## src/hw/control_consts.svh

```systemverilog
`ifndef CONTROL_CONSTS_SVH
`define CONTROL_CONSTS_SVH

`define INSTR_WIDTH    16
`define DATA_WIDTH     8
`define REG_SEL_WIDTH  4

// instruction fields
`define COND_MSB       15
`define COND_LSB       13
`define DEST_MSB       15
`define DEST_LSB       12
`define SRC_MSB        11
`define SRC_LSB        8
`define PAIR_MSB       11
`define PAIR_LSB       9
`define OP_MSB         7
`define OP_LSB         3
`define FMT_MSB        2
`define FMT_LSB        0
`define IMM_FLAG_BIT   0
`define IMM_MODE_MSB   3
`define IMM_MODE_LSB   1

`define FMT_REG        3'b000
`define FMT_IN         3'b010
`define FMT_OUT        3'b100
`define IMM_MODE_NONE  3'b111   // bit 0 set but no immediate op

`define OP_ALU_FIRST   5'b00001
`define OP_ALU_LAST    5'b01100
`define OP_STORE_FIRST 5'b01101
`define OP_STORE_LAST  5'b01111
`define OP_LOAD_FIRST  5'b10000
`define OP_LOAD_LAST   5'b10010
`define OP_JMP         5'b10110
`define OP_CALL        5'b10111
`define OP_RET         5'b11000
`define OP_HLT         5'b11101

// condition codes, 000 and 111 mean always
`define COND_CARRY     3'b001
`define COND_NO_CARRY  3'b010
`define COND_ZERO      3'b011
`define COND_NOT_ZERO  3'b100
`define COND_NEG       3'b101
`define COND_NOT_NEG   3'b110

`define ALU_PASS_B     4'b0000
`define ALU_PASS_A     4'b1101

`define RF_SRC_ALU         2'b00
`define ALU_A_REG          1'b1
`define ALU_B_REG          2'b00
`define ALU_B_IMM          2'b10
`define DMEM_DATA_PC_HIGH  2'b00
`define DMEM_DATA_PC_LOW   2'b01
`define DMEM_DATA_ALU      2'b10
`define DMEM_ADDR_PAIR     1'b0
`define DMEM_ADDR_PORT     1'b1
`define FETCH_PC_PLUS_ONE  3'b000
`define FETCH_PC           3'b001
`define FETCH_IMEM_OUT     3'b011

`define SP_LOW_REG     4'd14

`endif
```

## src/hw/controlPkg.sv

```systemverilog
`default_nettype none

`include "control_consts.svh"

package controlPkg;

    typedef logic [`INSTR_WIDTH-1:0] instrWord_t;

    typedef struct packed {
        logic carry;
        logic zero;
        logic negative;
    } flags_t;

    typedef enum logic [3:0] {
        clsAluImm,
        clsAluReg,
        clsIn,
        clsOut,
        clsLoadPair,
        clsStorePair,
        clsJumpTaken,
        clsCallTaken,
        clsRetTaken,
        clsSkipWord,   // untaken JMP or CALL, step over the address word
        clsHalt,
        clsNop         // also an untaken RET
    } instrClass_t;

    typedef enum logic [1:0] {
        pairKeep = 2'd0,
        pairInc  = 2'd1,
        pairDec  = 2'd2
    } pairMode_t;

    typedef enum logic [1:0] {
        stepExec     = 2'd0,
        stepWait     = 2'd1,   // second cycle of IN, load and RET
        stepJumpLoad = 2'd2,
        stepCallHigh = 2'd3
    } step_t;

    typedef struct packed {
        instrClass_t               instrClass;
        pairMode_t                 pairMode;
        logic [3:0]                aluMode;
        logic [`REG_SEL_WIDTH-1:0] regBSelect;
    } decodedInstr_t;

    typedef struct packed {
        logic [1:0]                src;
        logic [`REG_SEL_WIDTH-1:0] outBSelect;
        logic                      writeEnable;
        logic                      incPair;
        logic                      decPair;
    } regFileCtrl_t;

    typedef struct packed {
        logic       srcASelect;
        logic [1:0] srcBSelect;
        logic [3:0] mode;
    } aluCtrl_t;

    typedef struct packed {
        logic [1:0] dataSelect;
        logic       addressSelect;
        logic       writeEn;
        logic       readEn;
    } dMemCtrl_t;

    typedef struct packed {
        logic [2:0] addrSelect;
        logic       readEnable;
        logic       pcWriteEn;
        logic       flagEnable;   // ALU flags are written
    } fetchCtrl_t;

    typedef struct packed {
        regFileCtrl_t regFile;
        aluCtrl_t     alu;
        dMemCtrl_t    dMem;
        fetchCtrl_t   fetch;
    } controlWord_t;

endpackage

`default_nettype wire

```

## src/hw/controlUnit.sv

```systemverilog
`timescale 1ns/1ns
`default_nettype none

module controlUnit (
    input  logic                     clk,
    input  logic                     reset,
    input  controlPkg::instrWord_t   instr,
    input  controlPkg::flags_t       flags,
    output controlPkg::controlWord_t ctrl
);

    controlPkg::decodedInstr_t decoded;
    controlPkg::step_t         step;

    instrDecoder decoder (
        .instr   (instr),
        .flags   (flags),
        .decoded (decoded)
    );

    // step register, counts the second cycle of long instructions
    stepSequencer sequencer (
        .clk        (clk),
        .reset      (reset),
        .instrClass (decoded.instrClass),
        .step       (step)
    );

    controlWordGen generator (
        .decoded (decoded),
        .step    (step),
        .ctrl    (ctrl)
    );

endmodule

`default_nettype wire

```

## src/hw/controlWordGen.sv

```systemverilog
`timescale 1ns/1ns
`default_nettype none

`include "control_consts.svh"

module controlWordGen (
    input  controlPkg::decodedInstr_t decoded,
    input  controlPkg::step_t         step,
    output controlPkg::controlWord_t  ctrl
);

    logic finalStep;   // second cycle of a two-step IN, load or RET

    assign finalStep = (step == controlPkg::stepWait);

    always_comb begin
        // NOP word, fetch next and nothing else
        ctrl.regFile.src          = `RF_SRC_ALU;
        ctrl.regFile.outBSelect   = decoded.regBSelect;
        ctrl.regFile.writeEnable  = 1'b0;
        ctrl.regFile.incPair      = 1'b0;
        ctrl.regFile.decPair      = 1'b0;
        ctrl.alu.srcASelect       = `ALU_A_REG;
        ctrl.alu.srcBSelect       = `ALU_B_REG;
        ctrl.alu.mode             = decoded.aluMode;
        ctrl.dMem.dataSelect      = `DMEM_DATA_ALU;
        ctrl.dMem.addressSelect   = `DMEM_ADDR_PAIR;
        ctrl.dMem.writeEn         = 1'b0;
        ctrl.dMem.readEn          = 1'b0;
        ctrl.fetch.addrSelect     = `FETCH_PC;
        ctrl.fetch.readEnable     = 1'b1;
        ctrl.fetch.pcWriteEn      = 1'b1;
        ctrl.fetch.flagEnable     = 1'b0;

        case (step)
            controlPkg::stepJumpLoad: begin
                ctrl.fetch.addrSelect = `FETCH_IMEM_OUT;   // target word is on iMem output
            end
            controlPkg::stepCallHigh: begin
                ctrl.regFile.outBSelect = `SP_LOW_REG;
                ctrl.regFile.decPair    = 1'b1;
                ctrl.dMem.dataSelect    = `DMEM_DATA_PC_HIGH;
                ctrl.dMem.writeEn       = 1'b1;
                ctrl.fetch.addrSelect   = `FETCH_IMEM_OUT;
            end
            default: begin
                case (decoded.instrClass)
                    controlPkg::clsAluImm: begin
                        ctrl.regFile.writeEnable = 1'b1;
                        ctrl.alu.srcBSelect      = `ALU_B_IMM;
                        ctrl.fetch.flagEnable    = 1'b1;
                    end
                    controlPkg::clsAluReg: begin
                        ctrl.regFile.writeEnable = 1'b1;
                        ctrl.fetch.flagEnable    = 1'b1;
                    end
                    controlPkg::clsIn: begin
                        ctrl.dMem.addressSelect  = `DMEM_ADDR_PORT;
                        ctrl.dMem.readEn         = 1'b1;
                        ctrl.regFile.writeEnable = finalStep;   // port data arrives late
                        ctrl.fetch.readEnable    = finalStep;
                        ctrl.fetch.pcWriteEn     = finalStep;
                    end
                    controlPkg::clsOut: begin
                        ctrl.dMem.addressSelect = `DMEM_ADDR_PORT;
                        ctrl.dMem.writeEn       = 1'b1;
                        ctrl.dMem.readEn        = 1'b1;
                    end
                    controlPkg::clsStorePair: begin
                        ctrl.dMem.writeEn       = 1'b1;
                        ctrl.regFile.incPair    = (decoded.pairMode == controlPkg::pairInc);
                        ctrl.regFile.decPair    = (decoded.pairMode == controlPkg::pairDec);
                    end
                    controlPkg::clsLoadPair: begin
                        ctrl.dMem.readEn         = 1'b1;
                        ctrl.regFile.writeEnable = finalStep;
                        ctrl.fetch.readEnable    = finalStep;
                        ctrl.fetch.pcWriteEn     = finalStep;
                        // pair moves once, after the read address is used
                        ctrl.regFile.incPair = finalStep
                            && (decoded.pairMode == controlPkg::pairInc);
                        ctrl.regFile.decPair = finalStep
                            && (decoded.pairMode == controlPkg::pairDec);
                    end
                    controlPkg::clsJumpTaken: begin
                        ctrl.fetch.addrSelect = `FETCH_PC;   // read the address word
                    end
                    controlPkg::clsSkipWord: begin
                        ctrl.fetch.addrSelect = `FETCH_PC_PLUS_ONE;   // skip address word
                    end
                    controlPkg::clsCallTaken: begin
                        ctrl.regFile.decPair  = 1'b1;   // push low byte
                        ctrl.dMem.dataSelect  = `DMEM_DATA_PC_LOW;
                        ctrl.dMem.writeEn     = 1'b1;
                        ctrl.fetch.pcWriteEn  = 1'b0;   // high byte still to push
                    end
                    controlPkg::clsRetTaken: begin
                        ctrl.regFile.incPair  = 1'b1;   // pop, one byte per step
                        ctrl.dMem.readEn      = 1'b1;
                        ctrl.fetch.addrSelect = `FETCH_IMEM_OUT;
                        ctrl.fetch.readEnable = finalStep;
                        ctrl.fetch.pcWriteEn  = finalStep;
                    end
                    controlPkg::clsHalt: begin
                        ctrl.fetch.readEnable = 1'b0;   // stays here while word is held
                        ctrl.fetch.pcWriteEn  = 1'b0;
                    end
                    default: begin
                        ctrl.fetch.addrSelect = `FETCH_PC;
                    end
                endcase
            end
        endcase
    end

endmodule

`default_nettype wire

```

## src/hw/stepSequencer.sv

```systemverilog
`timescale 1ns/1ns
`default_nettype none

module stepSequencer (
    input  logic                    clk,
    input  logic                    reset,
    input  controlPkg::instrClass_t instrClass,
    output controlPkg::step_t       step
);

    controlPkg::step_t nextStep;

    // only the first step looks at the class, the word may change after it
    always_comb begin
        nextStep = controlPkg::stepExec;
        if (step == controlPkg::stepExec) begin
            case (instrClass)
                controlPkg::clsIn,
                controlPkg::clsLoadPair,
                controlPkg::clsRetTaken: begin
                    nextStep = controlPkg::stepWait;   // memory data next cycle
                end
                controlPkg::clsJumpTaken: begin
                    nextStep = controlPkg::stepJumpLoad;
                end
                controlPkg::clsCallTaken: begin
                    nextStep = controlPkg::stepCallHigh;
                end
                default: begin
                    nextStep = controlPkg::stepExec;
                end
            endcase
        end
    end

    always_ff @(posedge clk) begin
        if (reset) begin
            step <= controlPkg::stepExec;
        end else begin
            step <= nextStep;
        end
    end

endmodule

`default_nettype wire

```

## src/hw/instrDecoder.sv

```systemverilog
`timescale 1ns/1ns
`default_nettype none

`include "control_consts.svh"

module instrDecoder (
    input  controlPkg::instrWord_t    instr,
    input  controlPkg::flags_t        flags,
    output controlPkg::decodedInstr_t decoded
);

    logic [`OP_MSB-`OP_LSB:0]            opcode;
    logic [`FMT_MSB-`FMT_LSB:0]          fmt;
    logic [`COND_MSB-`COND_LSB:0]        cond;
    logic [`IMM_MODE_MSB-`IMM_MODE_LSB:0] immMode;
    logic [`REG_SEL_WIDTH-1:0]           destReg;
    logic [`REG_SEL_WIDTH-1:0]           srcReg;
    logic [`REG_SEL_WIDTH-1:0]           pairReg;
    logic [`OP_MSB-`OP_LSB:0]            storeOffset;
    logic [`OP_MSB-`OP_LSB:0]            loadOffset;
    logic                                isImm;
    logic                                condMet;

    assign opcode  = instr[`OP_MSB:`OP_LSB];
    assign fmt     = instr[`FMT_MSB:`FMT_LSB];
    assign cond    = instr[`COND_MSB:`COND_LSB];
    assign immMode = instr[`IMM_MODE_MSB:`IMM_MODE_LSB];
    assign destReg = instr[`DEST_MSB:`DEST_LSB];
    assign srcReg  = instr[`SRC_MSB:`SRC_LSB];
    assign pairReg = {instr[`PAIR_MSB:`PAIR_LSB], 1'b0};   // low register of the pair

    assign storeOffset = opcode - `OP_STORE_FIRST;   // keep, inc, dec in opcode order
    assign loadOffset  = opcode - `OP_LOAD_FIRST;

    assign isImm = instr[`IMM_FLAG_BIT] && (immMode != `IMM_MODE_NONE);

    always_comb begin
        case (cond)
            `COND_CARRY:    condMet = flags.carry;
            `COND_NO_CARRY: condMet = ~flags.carry;
            `COND_ZERO:     condMet = flags.zero;
            `COND_NOT_ZERO: condMet = ~flags.zero;
            `COND_NEG:      condMet = flags.negative;
            `COND_NOT_NEG:  condMet = ~flags.negative;
            default:        condMet = 1'b1;   // unconditional
        endcase
    end

    always_comb begin
        decoded.instrClass = controlPkg::clsNop;
        decoded.pairMode   = controlPkg::pairKeep;
        decoded.aluMode    = `ALU_PASS_B;
        decoded.regBSelect = destReg;

        if (isImm) begin
            decoded.instrClass = controlPkg::clsAluImm;
            decoded.aluMode    = {1'b0, immMode};
        end else if (fmt == `FMT_IN) begin
            decoded.instrClass = controlPkg::clsIn;
        end else if (fmt == `FMT_OUT) begin
            decoded.instrClass = controlPkg::clsOut;
        end else if (fmt != `FMT_REG) begin
            decoded.instrClass = controlPkg::clsNop;   // unused format
        end else if (opcode >= `OP_ALU_FIRST && opcode <= `OP_ALU_LAST) begin
            decoded.instrClass = controlPkg::clsAluReg;
            decoded.aluMode    = opcode[3:0];   // low opcode bits are the ALU mode
            decoded.regBSelect = srcReg;
        end else if (opcode >= `OP_STORE_FIRST && opcode <= `OP_STORE_LAST) begin
            decoded.instrClass = controlPkg::clsStorePair;
            decoded.pairMode   = controlPkg::pairMode_t'(storeOffset[1:0]);
            decoded.aluMode    = `ALU_PASS_A;
            decoded.regBSelect = pairReg;
        end else if (opcode >= `OP_LOAD_FIRST && opcode <= `OP_LOAD_LAST) begin
            decoded.instrClass = controlPkg::clsLoadPair;
            decoded.pairMode   = controlPkg::pairMode_t'(loadOffset[1:0]);
            decoded.aluMode    = `ALU_PASS_A;
            decoded.regBSelect = pairReg;
        end else if (opcode == `OP_JMP) begin
            decoded.instrClass = condMet ? controlPkg::clsJumpTaken
                                         : controlPkg::clsSkipWord;
        end else if (opcode == `OP_CALL) begin
            decoded.instrClass = condMet ? controlPkg::clsCallTaken
                                         : controlPkg::clsSkipWord;
            decoded.regBSelect = `SP_LOW_REG;
        end else if (opcode == `OP_RET) begin
            decoded.instrClass = condMet ? controlPkg::clsRetTaken
                                         : controlPkg::clsNop;
            decoded.regBSelect = `SP_LOW_REG;
        end else if (opcode == `OP_HLT) begin
            decoded.instrClass = controlPkg::clsHalt;
        end
    end

endmodule

`default_nettype wire

```

## config.mk

```make
export PLATFORM = sky130hd
export DESIGN_NAME = controlUnit
export DESIGN_NICKNAME = d
export VERILOG_FILES = /design/src/hw/controlPkg.sv /design/src/hw/controlUnit.sv /design/src/hw/controlWordGen.sv /design/src/hw/stepSequencer.sv /design/src/hw/instrDecoder.sv
export VERILOG_INCLUDE_DIRS = /design/src /design/src/hw
export SDC_FILE = /design/constraint.sdc
export NUM_CORES = 1
export LEC_CHECK = 0
export ABC_AREA = 1
export BUFFER_PORTS_ARGS = -buffer_cell sky130_fd_sc_hd__buf_4
export CAP_MARGIN = 30
export CORE_UTILIZATION = 30
export DETAILED_ROUTE_END_ITERATION = 8
export PLACE_DENSITY_LB_ADDON = 0.1
export SLEW_MARGIN = 30
export SYNTH_ARGS = -nofsm -noshare
export SYNTH_HDL_FRONTEND = slang
export SYNTH_SLANG_ARGS = --single-unit
```

## constraint.sdc

```tcl
create_clock -name clk -period 6.2 [get_ports clk]
set_input_delay 1.24 -clock clk [delete_from_list [all_inputs] [get_ports clk]]
set_output_delay 1.24 -clock clk [all_outputs]
set_load 0.1 [all_outputs]
```

==> flow_summary.yaml, run 1 <==
power_and_ir_drop:
  ir_drop_mv: 0.09460
  total_leakage_power_nw: 0.7701
  powerDensity_mw_per_mm2: 156.8
yosys:
  synth_cells: 172
  synth-seq-area-share_pct: 4.097
  ys_types: 31
  yosys_warnings: 0
  ys_ff_latch: 2
  synth-async-reset-ratio_pct: 0
  synth_edf_count: 0
  synth_area_um2: 977.2
  syn_avg_cell_area_um2: 5.681
  synth_flop_cell: "dfxtp_1"
layout:
  largest_reg_flops: 2
  register_area_um2: 40.04
  multiInputGateArea_um2: 770.7
  final_common_cell: "buf_4"
  diodes: 0
  final_cell_mix: "42 x buf_4, 39 x nand2_1, 26 x inv_1"
  syn2layout_area_growth_pct: 36.36
  regMostFlops: "sequencer.step"
  final_nets: 241
  drive_above_1_share_pct: 37.38
  fillers: 346
  reg.largest.list: "sequencer.step x2"
detailed_routing:
  routed_wl_um: 2599
  vias: 1183
  postRouteAntennaNets: 0
  drt_iter0_markers: 43
  viasPerCell: 4.585
  drc_errors: 0
  wl_per_cell_um: 10.07
  drt-pass1-iter-count: 5
global_route:
  antenna_found_initial: 0
  grt_start_max_net_pins: 10
  grt_pass1_vias: 1127
  grt_pass1_wl_um: 4457
  gr-usage-all-layers_pct: 15.75
  overflow: 0
timing:
  period_minus_slack_ns: 4.316
  hold_viol_final: 0
  timing.setup.tns_ns: 0
  min_period_over_period_pct: 69.61
  fmax_mhz: 231.7
  setup_violations: 0
  whs_ns: 0.5424
  skew_ns: 0.001837
  grt_setup_unrepaired: "false"
  maxSlewViolCount: 0
floorplanning:
  die_y_um: 59.07
  fp-row-count: 20
  fp.dieW_um: 59.07
  io_pins: 48
  start_util_pct: 31.75
  die_area_mm2: 0.003489
  core_area_mm2: 0.003078
clock_network:
  htree_num_levels: 1
  clk_path_buf_depth: 2
  clk_latency_ns: 0.22
  ctsHoldBuffers: 0
  clk_pin_slew_ns: 0.03
  clock-root-buffer: "clkbuf_4"
  clock-sinks: 2
  cts.repair.resized: 0
  post_cts_buffers: 0
  cts_tree: "yes"
  cts-buffers-inserted: 3
setup_path:
  end_kind: "output port"
  r2r_end: "sequencer.step[1]"
  path_class: "in2out"
  cp.required_ns: 4.96
  arrival_ns: 3.08
  cp_max_fo: 8
  worstReg2RegStart: "sequencer.step[1]"
  r2r_cells: 3
  r2r_setup_slack_ns: 5.28
  cp-start-kind: "primary input"
worst_hold_path:
  min-delay-start: "sequencer.step[0]"
  hp-class: "reg2reg"
  whs_path_depth: 3
  hold_end: "sequencer.step[0]"
outcome:
  run_status: "complete, no violations"
placement:
  place_congestion: 0.8142
  io_buffers: 42
  place_hpwl_um: 2201
flow_run:
  maxCapViolations: 0
## worst max path at each step
stage | startpoint | endpoint | slack [ns]
finish | instr[4] | ctrl[18] | 1.88
detailed placement | instr[4] | ctrl[1] | 1.88
global route | instr[4] | ctrl[19] | 1.71
global placement | instr[4] | ctrl[19] | 1.85
floorplan | instr[4] | ctrl[20] | 0.67
CTS | instr[4] | ctrl[1] | 1.88
## final cells by class
| cell class | count | share of cell area [%] |
|---|---|---|
| flip-flops and latches | 2 | 3.005 |
| inverters | 34 | 9.671 |
| clock buffers | 3 | 1.690 |
| well taps | 44 | 4.131 |
| repair buffers | 42 | 23.66 |
| multi-input cells | 133 | 57.84 |
## power by group
| part | total (mW) | switching (mW) | internal, mW |
|---|---|---|---|
| Combinational | 0.167 | 0.130 | 0.0377 |
| Clock | 0.0279 | 0.00660 | 0.0213 |
| Sequential | 0.0138 | 0.000329 | 0.0134 |
## per-stage QoR
stage                     area [um^2]  instances  util (%)  worst slack [ns]  total power, mW
after floorplan                 988.4        175         -            0.6678           0.1473
after global placement           1310        255     42.56             1.845           0.1817
after detailed placement         1310        255     42.56             1.877           0.1815
after CTS                        1333        258     43.29             1.876           0.2111
after global routing             1333        258     43.29             1.713           0.2241
final                            1333        258     43.29             1.884           0.2089
## synth_stat cells (3+ instances only)
cell type | instances | area [um^2]
a21oi_2 | 4 | 35.03
nand2_2 | 11 | 68.82
inv_2 | 5 | 18.77
nand3_1 | 12 | 60.06
buf_4 | 5 | 37.54
nand4_1 | 4 | 25.02
o21ai_0 | 12 | 60.06
nor2_1 | 11 | 41.29
nand2_4 | 4 | 45.04
o22ai_1 | 3 | 18.77
inv_1 | 26 | 97.59
ha_1 | 4 | 50.05
a21oi_1 | 7 | 35.03
nand2_1 | 39 | 146.4
## worst max-delay path: stages
cell,delay [ns]
buf_4,0.11
inv_1,0.10
ha_1,0.22
nor2_1,0.09
nand3_1,0.12
nand2_4,0.15
nand3_4,0.09
nand2_4,0.12
nand3_4,0.15
nor2_4,0.14
nand2_4,0.08
nand2_1,0.07
nand2_1,0.04
nand2_1,0.06
buf_4,0.29
## logic make-up after synthesis
logic type	Yosys count	synth area share, %
AO/OA/AOI/OAI	33	22.41
adder cells (fa/ha/maj)	4	5.122
buffers and inverters	40	18.18
flip-flops	2	4.097
other	2	0.7685
AND/OR/NAND/NOR	91	49.42
## layer usage
layer  global-route usage (%)  routed length (um)  vias to the layer above
met5                        0                   0                        -
met4                    2.381                   0                        0
met3                    2.183                 151                        0
met2                    28.73                1250                       33
met1                    19.87                1197                      525
li1                         -                   -                      625
Note: power is estimated with default switching activity, not from simulation.
==> inputs of run 2 (changes only) <==
clock period = 4.1 ns   (was 6.2 ns; I/O delays follow)
==> run 2 against run 1 <==
Net effect: core utilization up 0.49 points; cell count up 0.39%; die area unchanged; clock power up 65%; clock-buffer cell count unchanged; setup slack worse by 1.3 ns; non-clock buffer count up 1; cell area up 1.1%; flip-flop and latch count unchanged; global-route usage up 0.23 points; largest cell class unchanged.
==> flow_summary.yaml, run 2 (synthesis results as in run 1) <==
outcome:
  run_status: "complete, no violations"
setup_path:
  crit_chain: "buf_4, inv_1, ha_1, nor2_1, nand3_1, nand2_4, nand2_1, a21oi_2, a21boi_2, nand3_1, a21oi_2, buf_4"
  r2r_cells: 3
  r2r_setup_slack_ns: 3.17
  critical_path_buf_inv_count: 3
  startpoint: "instr[4]"
  crit_family: "simple AND/OR/NAND/NOR gates"
  cp.required_ns: 3.28
  worst_path_largest_cell_delay_ns: 0.30
  cp-start-kind: "primary input"
  cp_max_fo: 8
  end_kind: "output port"
  worstReg2RegStart: "sequencer.step[1]"
  cp_num_cells: 12
  critical_path.endpoint: "ctrl[19]"
  crit_path_top_delay_cell: "buf_4"
  r2r_end: "sequencer.step[1]"
  path_class: "in2out"
  arrival_ns: 2.68
power_and_ir_drop:
  powerDensity_mw_per_mm2: 239.1
  total_leakage_power_nw: 0.7764
  ir_drop_mv: 0.1174
floorplanning:
  fp-row-count: 20
  io_pins: 48
  die_area_mm2: 0.003489
  fp.dieW_um: 59.07
  core_area_mm2: 0.003078
  start_util_pct: 31.75
  die_y_um: 59.07
timing:
  timing.setup.tns_ns: 0
  skew_ns: 0.001872
  grt_setup_unrepaired: "false"
  setup_violations: 0
  fmax_mhz: 286.1
  hold_viol_final: 0
  maxSlewViolCount: 0
  period_minus_slack_ns: 3.495
  min_period_over_period_pct: 85.25
detailed_routing:
  routed_wl_um: 2623
  vias: 1184
  drt_iter0_markers: 33
  wl_per_cell_um: 10.13
  drt-pass1-iter-count: 4
  drc_errors: 0
  postRouteAntennaNets: 0
  viasPerCell: 4.571
clock_network:
  cts-buffers-inserted: 3
  cts_tree: "yes"
  post_cts_buffers: 0
  clock-root-buffer: "clkbuf_4"
  htree_num_levels: 1
  cts.repair.resized: 0
  clk_latency_ns: 0.23
  clk_path_buf_depth: 2
  clock-sinks: 2
  clk_pin_slew_ns: 0.03
  ctsHoldBuffers: 0
worst_hold_path:
  whs_path_depth: 3
  hp-class: "reg2reg"
layout:
  reg.largest.list: "sequencer.step x2"
  regMostFlops: "sequencer.step"
  final_common_cell: "buf_4"
  final_nets: 242
  instances_no_fill: 259
  final_cell_mix: "43 x buf_4, 39 x nand2_1, 26 x inv_1"
  largest_reg_flops: 2
  diodes: 0
  syn2layout_area_growth_pct: 37.90
  drive_above_1_share_pct: 38.14
global_route:
  grt_start_max_net_pins: 10
  grt_pass1_wl_um: 4402
  overflow: 0
  grt_pass1_vias: 1087
  antenna_found_initial: 0
  gr-usage-all-layers_pct: 15.97
placement:
  place_hpwl_um: 2162
  io_buffers: 42
  place_congestion: 0.8355
  dp.cells: 256
flow_run:
  maxCapViolations: 0
-- run 2: cell types whose count changed in the layout (fill, tap and decap cells not counted), sizes merged --
cell | before | now
buf | 42 | 43
-- run 2: power by group --
part / internal [mW] / switching, mW / total [mW]
Clock: 0.0325 / 0.0135 / 0.0460
Combinational: 0.0581 / 0.197 / 0.255
Sequential: 0.0203 / 0.000508 / 0.0208
Total: 0.111 / 0.211 / 0.322
-- run 2: metal layers --
| metal | part of all wire [%] | global-route usage, % |
|---|---|---|
| met5 | 0 | 0 |
| met4 | 0.34 | 5.102 |
| met3 | 4.7 | 1.310 |
| met2 | 47 | 27.11 |
| met1 | 48 | 21.32 |
-- run 2: worst min-delay path by stage --
stage	start	to	slack, ns
6_report	sequencer.step[0]	sequencer.step[0]	0.55
5_1_grt	sequencer.step[0]	sequencer.step[0]	0.58
4_1_cts	sequencer.step[0]	sequencer.step[0]	0.55
3_5_place_dp	sequencer.step[0]	sequencer.step[0]	0.54
3_3_place_gp	sequencer.step[0]	sequencer.step[0]	0.53
2_1_floorplan	sequencer.step[0]	sequencer.step[0]	0.51
-- run 2: layout make-up --
class	count	area [um^2]
fill	336	1730
clock buffer	3	22.52
tap	44	55.05
multi-input combinational	133	778.2
sequential	2	40.04
inverter	34	128.9
timing repair buffer	43	322.8
-- run 2: through the flow --
step                      cell area, um^2  setup slack (ns)  power, mW  utilization (%)  hold slack (ns)
after floorplan                     996.0           0.01136     0.2237                -           0.5110
after global placement               1325            0.5464     0.2768            43.05           0.5341
after detailed placement             1325            0.6011     0.2766            43.05           0.5387
after CTS                            1348            0.5983     0.3238            43.78           0.5453
after global routing                 1348            0.4303     0.3390            43.78           0.5767
final                                1348            0.6047     0.3221            43.78           0.5460
-- run 2: worst min-delay path, delay by kind of cell (launching register included) --
| family | cells | cell delay [ns] |
|---|---|---|
| compound gates | 1 | 0.03 |
| buf+inv | 1 | 0.05 |
| flops | 1 | 0.32 |
| simple gates | 1 | 0.09 |
